<file path="config.mk">
export PLATFORM = sky130hd
export DESIGN_NAME = mmio_null_top
export DESIGN_NICKNAME = d
export VERILOG_FILES = /design/src/rtl/mmio_null_pkg.sv /design/src/rtl/null_csr_func.sv /design/src/rtl/cpl_tx_arbiter.sv /design/src/rtl/mmio_null_top.sv
export VERILOG_INCLUDE_DIRS = /design/src /design/src/rtl
export SDC_FILE = /design/constraint.sdc
export NUM_CORES = 1
export LEC_CHECK = 0
export BUFFER_PORTS_ARGS = -buffer_cell sky130_fd_sc_hd__buf_2
export CORE_MARGIN = 8
export CORE_UTILIZATION = 25
export CTS_BUF_LIST = sky130_fd_sc_hd__clkbuf_16
export DETAILED_ROUTE_END_ITERATION = 16
export PLACE_DENSITY = 0.49
export SYNTH_ARGS = -nofsm -noshare
export SYNTH_HDL_FRONTEND = slang
export SYNTH_HIERARCHICAL = 1
export SYNTH_SLANG_ARGS = --single-unit
</file>
<file path="constraint.sdc">
create_clock -name clk -period 7.8 [get_ports clk]
set_input_delay 0.39 -clock clk [delete_from_list [all_inputs] [get_ports clk]]
set_output_delay 0.39 -clock clk [all_outputs]
set_load 0.02 [all_outputs]
</file>
<file path="src/rtl/mmio_null_defs.svh">
// MMIO null endpoint definitions
`ifndef MMIO_NULL_DEFS_SVH
`define MMIO_NULL_DEFS_SVH

// ---------------------------------------------------------------------------
// Bus widths
// ---------------------------------------------------------------------------
`define MN_ADDR_W 17   // Byte address
`define MN_DATA_W 64
`define MN_TAG_W  10
`define MN_FUNC_W 3

// ---------------------------------------------------------------------------
// Feature register byte offsets
// ---------------------------------------------------------------------------
`define MN_OFS_DFH     17'h0_0000
`define MN_OFS_GUID_L  17'h0_0008
`define MN_OFS_GUID_H  17'h0_0010
`define MN_OFS_SCRATCH 17'h0_0018

// GUID pairs selected per function
`define MN_NULL_GUID_L   64'haa31_f54a_3e40_3501
`define MN_NULL_GUID_H   64'h3e7b_60a0_df2d_4850
`define MN_VIRTIO_GUID_L 64'hb9ab_efbd_90b9_70c4
`define MN_VIRTIO_GUID_H 64'h1aae_155c_acc5_4210

// Type 1, end of list, id 0, version 0
`define MN_DFH_VALUE   64'h1000_0100_0000_0000
`define MN_DEBUG_RESET 32'hdead_beef

`define MN_CPL_DEPTH 4  // Completion queue entries per function

`endif

</file>
<file path="src/rtl/mmio_null_pkg.sv">
// MMIO null endpoint types
`include "mmio_null_defs.svh"

package mmio_null_pkg;

   // ------------------------------------------------------------------------
   // Field vectors
   // ------------------------------------------------------------------------
   typedef logic [`MN_ADDR_W-1:0] mmio_addr_t;  // Byte address
   typedef logic [`MN_DATA_W-1:0] mmio_data_t;
   typedef logic [`MN_TAG_W-1:0]  mmio_tag_t;   // Echoed on completion
   typedef logic [`MN_FUNC_W-1:0] func_num_t;

   // ------------------------------------------------------------------------
   // Completion arbiter FSM
   // ------------------------------------------------------------------------
   // Idle means the output register is empty
   typedef enum logic [0:0] {
      ARB_IDLE = 1'b0,
      ARB_HOLD = 1'b1
   } arb_state_e;

endpackage

</file>
<file path="src/rtl/null_csr_func.sv">
// Null accelerator function
`timescale 1ns/100ps
`include "mmio_null_defs.svh"

module null_csr_func
   import mmio_null_pkg::*;
#(
   parameter int FUNC_NUM        = 0,
   parameter bit IS_VF           = 1'b0,
   parameter bit USE_VIRTIO_GUID = 1'b0
) (
   input  logic       clk,
   input  logic       rst_n,
   input  logic       i_flr_rst_n,
   output logic       o_flr_ack,
   input  logic       i_req_valid,
   input  logic       i_req_ready,
   input  logic       i_req_write,
   input  logic       i_req_vf_active,
   input  func_num_t  i_req_func,
   input  mmio_tag_t  i_req_tag,
   input  logic       i_req_len2,
   input  mmio_addr_t i_req_addr,
   input  mmio_data_t i_req_data,
   input  logic       i_cq_pop,
   output logic       o_cq_valid,
   output mmio_tag_t  o_cq_tag,
   output logic       o_cq_len2,
   output func_num_t  o_cq_func,
   output logic       o_cq_vf_active,
   output mmio_data_t o_cq_data,
   output logic       o_cq_afull
);
   localparam int DEPTH = `MN_CPL_DEPTH;
   localparam int PTR_W = (DEPTH > 1) ? $clog2(DEPTH) : 1;
   localparam mmio_data_t GUID_L = USE_VIRTIO_GUID ? `MN_VIRTIO_GUID_L : `MN_NULL_GUID_L;
   localparam mmio_data_t GUID_H = USE_VIRTIO_GUID ? `MN_VIRTIO_GUID_H : `MN_NULL_GUID_H;

   logic        req_take_q;
   logic        req_write_q;
   logic        req_vf_q;
   func_num_t   req_func_q;
   mmio_tag_t   req_tag_q;
   logic        req_len2_q;
   mmio_addr_t  req_addr_q;
   mmio_data_t  req_data_q;
   logic        func_hit;
   logic        wr_en;
   logic        rd_en;
   logic        upper32;        // 1-DW access at odd DW
   logic        unmapped;
   mmio_addr_t  ofs;            // 8-byte aligned offset
   mmio_data_t  rd_word;
   mmio_data_t  rd_data;
   mmio_data_t  scratch_q;
   logic [31:0] debug_q;
   logic        flr_d;

   mmio_tag_t        cq_tag_mem  [DEPTH];
   logic             cq_len2_mem [DEPTH];
   func_num_t        cq_func_mem [DEPTH];
   logic             cq_vf_mem   [DEPTH];
   mmio_data_t       cq_data_mem [DEPTH];
   logic [PTR_W-1:0] wr_ptr;
   logic [PTR_W-1:0] rd_ptr;
   logic [PTR_W:0]   count;

   function automatic logic [PTR_W-1:0] ptr_inc(input logic [PTR_W-1:0] ptr);
      return (ptr == PTR_W'(DEPTH - 1)) ? '0 : ptr + 1'b1;
   endfunction

   // ------------------------------------------------------------------------
   // Request stage
   // ------------------------------------------------------------------------
   always_ff @(posedge clk) begin
      if (!rst_n) begin
         req_take_q <= 1'b0;
      end else begin
         req_take_q <= i_req_valid & i_req_ready;
      end
   end

   always_ff @(posedge clk) begin
      req_write_q <= i_req_write;
      req_vf_q    <= i_req_vf_active;
      req_func_q  <= i_req_func;
      req_tag_q   <= i_req_tag;
      req_len2_q  <= i_req_len2;
      req_addr_q  <= i_req_addr;
      req_data_q  <= i_req_data;
   end

   always_comb begin
      func_hit = req_take_q && (req_vf_q == IS_VF) &&
                 (req_func_q == func_num_t'(FUNC_NUM));
      wr_en    = func_hit & req_write_q;
      rd_en    = func_hit & ~req_write_q;
      ofs      = {req_addr_q[`MN_ADDR_W-1:3], 3'b000};
      upper32  = ~req_len2_q & req_addr_q[2];
   end

   // Register read mux
   always_comb begin
      unmapped = 1'b0;
      case (ofs)
         `MN_OFS_DFH:     rd_word = `MN_DFH_VALUE;
         `MN_OFS_GUID_L:  rd_word = GUID_L;
         `MN_OFS_GUID_H:  rd_word = GUID_H;
         `MN_OFS_SCRATCH: rd_word = scratch_q;
         default: begin
            unmapped = 1'b1;
            rd_word  = {debug_q, 32'(ofs)};  // Debug word plus decoded offset
         end
      endcase
      rd_data = (upper32 && !unmapped) ? {32'h0, rd_word[63:32]} : rd_word;
   end

   // Scratchpad and debug word
   always_ff @(posedge clk) begin
      if (!rst_n) begin
         scratch_q <= '0;
         debug_q   <= `MN_DEBUG_RESET;
      end else if (wr_en) begin
         if (ofs == `MN_OFS_SCRATCH) begin
            scratch_q <= upper32 ? {2{req_data_q[31:0]}} : req_data_q;
         end else if (unmapped) begin
            scratch_q <= 64'h0000_0000_aaaa_aaaa;
            debug_q   <= 32'hbbbb_bbbb;
         end
      end
   end

   // ------------------------------------------------------------------------
   // Completion queue
   // ------------------------------------------------------------------------
   always_ff @(posedge clk) begin
      if (rd_en) begin
         cq_tag_mem[wr_ptr]  <= req_tag_q;
         cq_len2_mem[wr_ptr] <= req_len2_q;
         cq_func_mem[wr_ptr] <= req_func_q;
         cq_vf_mem[wr_ptr]   <= req_vf_q;
         cq_data_mem[wr_ptr] <= rd_data;
      end
   end

   always_ff @(posedge clk) begin
      if (!rst_n) begin
         wr_ptr <= '0;
         rd_ptr <= '0;
         count  <= '0;
      end else begin
         if (rd_en) wr_ptr <= ptr_inc(wr_ptr);
         if (i_cq_pop) rd_ptr <= ptr_inc(rd_ptr);
         case ({rd_en, i_cq_pop})
            2'b10:   count <= count + 1'b1;
            2'b01:   count <= count - 1'b1;
            default: count <= count;
         endcase
      end
   end

   assign o_cq_valid     = (count != '0);
   assign o_cq_afull     = (count >= (PTR_W + 1)'(DEPTH - 1));  // One slot or less free
   assign o_cq_tag       = cq_tag_mem[rd_ptr];
   assign o_cq_len2      = cq_len2_mem[rd_ptr];
   assign o_cq_func      = cq_func_mem[rd_ptr];
   assign o_cq_vf_active = cq_vf_mem[rd_ptr];
   assign o_cq_data      = cq_data_mem[rd_ptr];

   // FLR acknowledge on falling edge
   always_ff @(posedge clk) begin
      flr_d <= i_flr_rst_n;
   end

   always_ff @(posedge clk) begin
      if (!rst_n) begin
         o_flr_ack <= 1'b0;
      end else begin
         o_flr_ack <= flr_d & ~i_flr_rst_n;
      end
   end

endmodule

</file>
<file path="src/rtl/cpl_tx_arbiter.sv">
// Completion round-robin arbiter
`timescale 1ns/100ps

module cpl_tx_arbiter
   import mmio_null_pkg::*;
(
   input  logic       clk,
   input  logic       rst_n,
   input  logic       i_cpl_ready,
   input  logic       i_cq0_valid,
   input  mmio_tag_t  i_cq0_tag,
   input  logic       i_cq0_len2,
   input  func_num_t  i_cq0_func,
   input  logic       i_cq0_vf_active,
   input  mmio_data_t i_cq0_data,
   input  logic       i_cq0_afull,
   input  logic       i_cq1_valid,
   input  mmio_tag_t  i_cq1_tag,
   input  logic       i_cq1_len2,
   input  func_num_t  i_cq1_func,
   input  logic       i_cq1_vf_active,
   input  mmio_data_t i_cq1_data,
   input  logic       i_cq1_afull,
   output logic       o_cq0_pop,
   output logic       o_cq1_pop,
   output logic       o_req_ready,
   output logic       o_cpl_valid,
   output mmio_tag_t  o_cpl_tag,
   output func_num_t  o_cpl_func,
   output logic       o_cpl_vf_active,
   output logic       o_cpl_len2,
   output mmio_data_t o_cpl_data
);
   arb_state_e state_q;
   arb_state_e state_d;
   logic       last_q;     // Set when queue 1 won last
   logic       load_en;
   logic       grant0;
   logic       grant1;

   always_comb begin
      load_en = (state_q == ARB_IDLE) | i_cpl_ready;  // Empty or being taken
      grant0  = i_cq0_valid & (~i_cq1_valid | last_q);
      grant1  = i_cq1_valid & ~grant0;
      state_d = state_q;
      if (load_en) state_d = (grant0 | grant1) ? ARB_HOLD : ARB_IDLE;
   end

   assign o_cq0_pop   = load_en & grant0;
   assign o_cq1_pop   = load_en & grant1;
   assign o_cpl_valid = (state_q == ARB_HOLD);
   assign o_req_ready = ~(i_cq0_afull | i_cq1_afull);  // Room for the in-flight read

   always_ff @(posedge clk) begin
      if (!rst_n) begin
         state_q <= ARB_IDLE;
         last_q  <= 1'b1;
      end else begin
         state_q <= state_d;
         if (o_cq0_pop | o_cq1_pop) last_q <= o_cq1_pop;
      end
   end

   // Output register held while stalled
   always_ff @(posedge clk) begin
      if (o_cq0_pop) begin
         {o_cpl_tag, o_cpl_func, o_cpl_vf_active} <= {i_cq0_tag, i_cq0_func, i_cq0_vf_active};
         {o_cpl_len2, o_cpl_data}                 <= {i_cq0_len2, i_cq0_data};
      end else if (o_cq1_pop) begin
         {o_cpl_tag, o_cpl_func, o_cpl_vf_active} <= {i_cq1_tag, i_cq1_func, i_cq1_vf_active};
         {o_cpl_len2, o_cpl_data}                 <= {i_cq1_len2, i_cq1_data};
      end
   end

endmodule

</file>
<file path="src/rtl/mmio_null_top.sv">
// MMIO null endpoint top
`timescale 1ns/100ps

module mmio_null_top
   import mmio_null_pkg::*;
(
   input  logic       clk,
   input  logic       rst_n,
   input  logic       i_flr0_rst_n,
   input  logic       i_flr1_rst_n,
   output logic       o_flr0_ack,
   output logic       o_flr1_ack,
   input  logic       i_req_valid,
   input  logic       i_req_write,
   input  logic       i_req_vf_active,
   input  func_num_t  i_req_func,
   input  mmio_tag_t  i_req_tag,
   input  logic       i_req_len2,
   input  mmio_addr_t i_req_addr,
   input  mmio_data_t i_req_data,
   output logic       o_req_ready,
   output logic       o_cpl_valid,
   output mmio_tag_t  o_cpl_tag,
   output func_num_t  o_cpl_func,
   output logic       o_cpl_vf_active,
   output logic       o_cpl_len2,
   output mmio_data_t o_cpl_data,
   input  logic       i_cpl_ready
);
   // Queue 0 belongs to the PF
   logic       cq0_valid, cq0_len2, cq0_vf_active, cq0_afull, cq0_pop;
   logic       cq1_valid, cq1_len2, cq1_vf_active, cq1_afull, cq1_pop;
   mmio_tag_t  cq0_tag, cq1_tag;
   func_num_t  cq0_func, cq1_func;
   mmio_data_t cq0_data, cq1_data;

   null_csr_func #(.FUNC_NUM(0), .IS_VF(1'b0), .USE_VIRTIO_GUID(1'b0)) u_func_pf (
      .clk, .rst_n, .i_flr_rst_n(i_flr0_rst_n), .o_flr_ack(o_flr0_ack),
      .i_req_valid, .i_req_ready(o_req_ready), .i_req_write, .i_req_vf_active,
      .i_req_func, .i_req_tag, .i_req_len2, .i_req_addr, .i_req_data,
      .i_cq_pop(cq0_pop), .o_cq_valid(cq0_valid), .o_cq_tag(cq0_tag), .o_cq_len2(cq0_len2),
      .o_cq_func(cq0_func), .o_cq_vf_active(cq0_vf_active), .o_cq_data(cq0_data),
      .o_cq_afull(cq0_afull)
   );

   null_csr_func #(.FUNC_NUM(0), .IS_VF(1'b1), .USE_VIRTIO_GUID(1'b1)) u_func_vf (
      .clk, .rst_n, .i_flr_rst_n(i_flr1_rst_n), .o_flr_ack(o_flr1_ack),
      .i_req_valid, .i_req_ready(o_req_ready), .i_req_write, .i_req_vf_active,
      .i_req_func, .i_req_tag, .i_req_len2, .i_req_addr, .i_req_data,
      .i_cq_pop(cq1_pop), .o_cq_valid(cq1_valid), .o_cq_tag(cq1_tag), .o_cq_len2(cq1_len2),
      .o_cq_func(cq1_func), .o_cq_vf_active(cq1_vf_active), .o_cq_data(cq1_data),
      .o_cq_afull(cq1_afull)
   );

   cpl_tx_arbiter u_arb (
      .clk, .rst_n, .i_cpl_ready,
      .i_cq0_valid(cq0_valid), .i_cq0_tag(cq0_tag), .i_cq0_len2(cq0_len2),
      .i_cq0_func(cq0_func), .i_cq0_vf_active(cq0_vf_active), .i_cq0_data(cq0_data),
      .i_cq0_afull(cq0_afull),
      .i_cq1_valid(cq1_valid), .i_cq1_tag(cq1_tag), .i_cq1_len2(cq1_len2),
      .i_cq1_func(cq1_func), .i_cq1_vf_active(cq1_vf_active), .i_cq1_data(cq1_data),
      .i_cq1_afull(cq1_afull),
      .o_cq0_pop(cq0_pop), .o_cq1_pop(cq1_pop), .o_req_ready,
      .o_cpl_valid, .o_cpl_tag, .o_cpl_func, .o_cpl_vf_active, .o_cpl_len2, .o_cpl_data
   );

endmodule

</file>
==> impl_metrics.csv <==
group,metric,value,unit
power,p_sw_frac,0.2832,
timing,relSlewSlack,0.2262,
die,core,155700,µm²
die,die_w,411.2,µm
die,floorplan.initialDensity,0.2509,
power,ir_drop,247.4,µV
synth,synthesis.area,39050,µm²
timing,worst_slew_pin_slew,1.161,ns
die,io-pin-count,186,
drt,final_antenna_net_count,0,
critical_path,critPathLaunchType,"register",
timing,clock_skew,0.02103,ns
timing,fin_tns_setup,0,ns
power,intPower,10.76,mW
power,p_leak,16.14,nW
drt,vias_per_cell,4.514,
finish,final_cells,4686,
placement,gp_congestion,0.8052,
clocking,postCtsResizedCells,0,
clocking,clock-root-buffer,"clkbuf_16",
drt,first_iter_violations,1963,
power,total_power,15.02,mW
finish,final_nets,2634,
finish,drive_gt1_frac,0.2927,
clocking,cts_tree,"yes",
grt,grt_max_degree,94,
power,power.share.clock,0.359,
synth,synth_cells,2221,
grt,grt_pass1_wl,166.0,mm
clocking,clockBufferDepth,3,
synth,yosysUniqueCellTypes,59,
synth,synth_area_leaders,"edfxtp_1 (55%), dfxtp_1 (18%), mux4_2 (9.1%), mux2_4 (3.0%), mux2i_1 (1.9%)",
grt,grt_overflow,0,
placement,placed_area,42270,µm²
synth,yosysMostFrequentCell,"edfxtp_1",
critical_path,cp.arrival,3.90,ns
drt,drc,0,
timing,slew_viol_final,0,
placement,dp_slack,4.236,ns
synth,synth-main-ff-cell,"edfxtp_1",
synth,synth_warnings,6,
grt,grt_pass1_vias,21510,
critical_path,crit_fanout,36,
power,p_switching,4.253,mW
grt,gr-usage-all-layers,0.1356,
power,seq_power_share,0.456,
critical_path,worstPathRequired,8.27,ns
timing,setup_ws,4.370,ns
timing,hold_viol_final,0,
power,powerDensity,319.4,nW/µm²
power,comb_power_share,0.185,
timing,fmax,0.2916,GHz
grt,globalRouteMet1Util,0.1880,
placement,io_buffers,183,
grt,busiest_layer,"met2",
synth,yosysSeqAreaShare,0.7251,
synth,synth_top_area_cell,"edfxtp_1",
critical_path,critPathKind,"reg -> reg",
finish,syn_to_final_growth,20.40,%
placement,dp.final_hpwl,75.83,mm
timing,layout_min_cycle_time,3.430,ns
min_path,holdCritPathClass,"in -> reg",
drt,num_vias,21150,
clocking,postCtsSetupRepairBufs,0,
synth,ys_seq_elements,1059,
critical_path,end_kind,"register",
finish,postLayoutCoreUtil,0.3021,
run,drv_cap,0,
timing,whs,0.1473,ns
die,dieArea,169100,µm²
synth,synth_enable_flop_cells,711,
drt,dr.pass1.iters,5,
clocking,cts_max_level,3,
run_status,outcome,"completed",
clocking,clk_pin_slew_worst_paths,0.07,ns
synth,syn_avg_cell_area,17.58,µm²
synth,synthTopCellsByCount,"edfxtp_1 (711), dfxtp_1 (348), mux4_2 (158), nand2_1 (145), o21ai_0 (106)",
grt,gr-usage-met2,0.2113,
clocking,clk_latency,0.72,ns
timing,grt_setup_unrepaired,"no",
timing,period_share,0.4397,
drt,wl,117.8,mm
finish,fin_area,47020,µm²
placement,dp_cells,4366,
die,core.rowCount,145,
synth,synth_nets,2338,
timing,setup-violations-final,0,
die,die_height,411.2,µm
synth,synth_top_cell_area_share,0.5467,
synth,async_flop_share,0,
grt,antenna_found_initial,19,
grt,grt.met3_usage,0.04108,
clocking,cts-buffers-inserted,109,
clocking,cts.sinks,1059,
drt,wl_per_cell,25.14,µm
-- timing repair --
item	CTS	global route
hold buffers	98	0
hold endpoints to repair	196	0
endpoints found under the setup margin	0	0
-- per-layer routing --
metal / routed length (µm) / vias to the layer above / share of wire
met5: 27 / - / 0.00023
li1: - / 9300 / -
met3: 9514 / 133 / 0.081
met4: 2014 / 4 / 0.017
met2: 53200 / 738 / 0.45
met1: 53070 / 10980 / 0.45
-- cell type report --
cell class | instances | area [µm²]
inverters | 23 | 86.33
clock buffers | 114 | 2853
diodes | 14 | 35.03
fillers | 15370 | 108600
multi-input cells | 999 | 10020
clock inverters | 94 | 885.9
flip-flops and latches | 1059 | 28330
well taps | 2058 | 2575
repair buffers | 325 | 2230
-- flip-flops by register name, summed over array words and instances (netlist names), 15 cells and up, named ones only --
| signal | flops |
|---|---|
| u_arb/o_cpl_data | 64 |
| u_func_pf/cq_data_mem | 256 |
| u_func_pf/cq_tag_mem | 40 |
| u_func_pf/req_addr_q | 15 |
| u_func_pf/req_data_q | 64 |
| u_func_pf/scratch_q | 64 |
| u_func_vf/cq_data_mem | 256 |
| u_func_vf/cq_tag_mem | 40 |
| u_func_vf/req_addr_q | 15 |
| u_func_vf/req_data_q | 64 |
| u_func_vf/scratch_q | 64 |
-- kinds of logic (layout without fill, tap and decap cells) --
| kind of cell | count (synthesis) | after routing | synth area share |
|---|---|---|---|
| AND/OR/NAND/NOR | 317 | 317 | 0.03803 |
| adder cells (fa/ha/maj) | 14 | 14 | 0.004870 |
| XOR/XNOR | 4 | 4 | 0.0008970 |
| buffers and inverters | 163 | 556 | 0.02009 |
| multiplexers | 313 | 313 | 0.1410 |
| other | 0 | 14 | 0 |
| flip-flops | 1059 | 1059 | 0.7251 |
| AO/OA/AOI/OAI | 351 | 351 | 0.07004 |
-- placed cells by master, fill, tap and decap left out, types with 15 or more instances in the layout --
cell             n
a21oi_1         54
o22ai_2         60
dfxtp_1        344
mux2i_1         76
a32o_1          32
mux2_4          79
nor2_1          82
o21ai_0        106
dlygate4sd3_1   98
mux4_2         158
buf_4           45
edfxtp_1       711
nand2_1        145
inv_1           30
buf_2          182
o221a_2         17
o221a_1         15
nand3_1         21
clkbuf_16      114
clkinv_2        29
-- worst max-delay path, stage by stage (launching register included) --
cell and delay, ns:
dfxtp_1 0.33, or3_1 0.51, nand3_4 0.36, buf_4 0.71
buf_4 0.86, mux2_4 0.36
-- power by group through the flow --
stage	Sequential (mW)	Combinational (mW)	Clock (mW)
floorplan	7.01	1.72	0
global placement	7.03	2.82	0
detailed placement	7.03	2.83	0
CTS	6.91	2.88	5.52
global route	6.92	2.97	5.73
finish	6.85	2.78	5.39
-- path summary, 6_finish.rpt --
check             slack, ns          startpoint                    end  depth (start not counted)
setup / recovery       4.37  u_func_pf/count[2]   u_arb/o_cpl_data[20]                          5
hold / removal         0.15               rst_n  u_func_pf/debug_q[26]                          2
setup reg to reg       4.37  u_func_pf/count[2]   u_arb/o_cpl_data[20]                          5
hold reg to reg        0.46     u_func_vf/flr_d    u_func_vf/o_flr_ack                          1
Note: power is estimated with default switching activity, not from simulation.
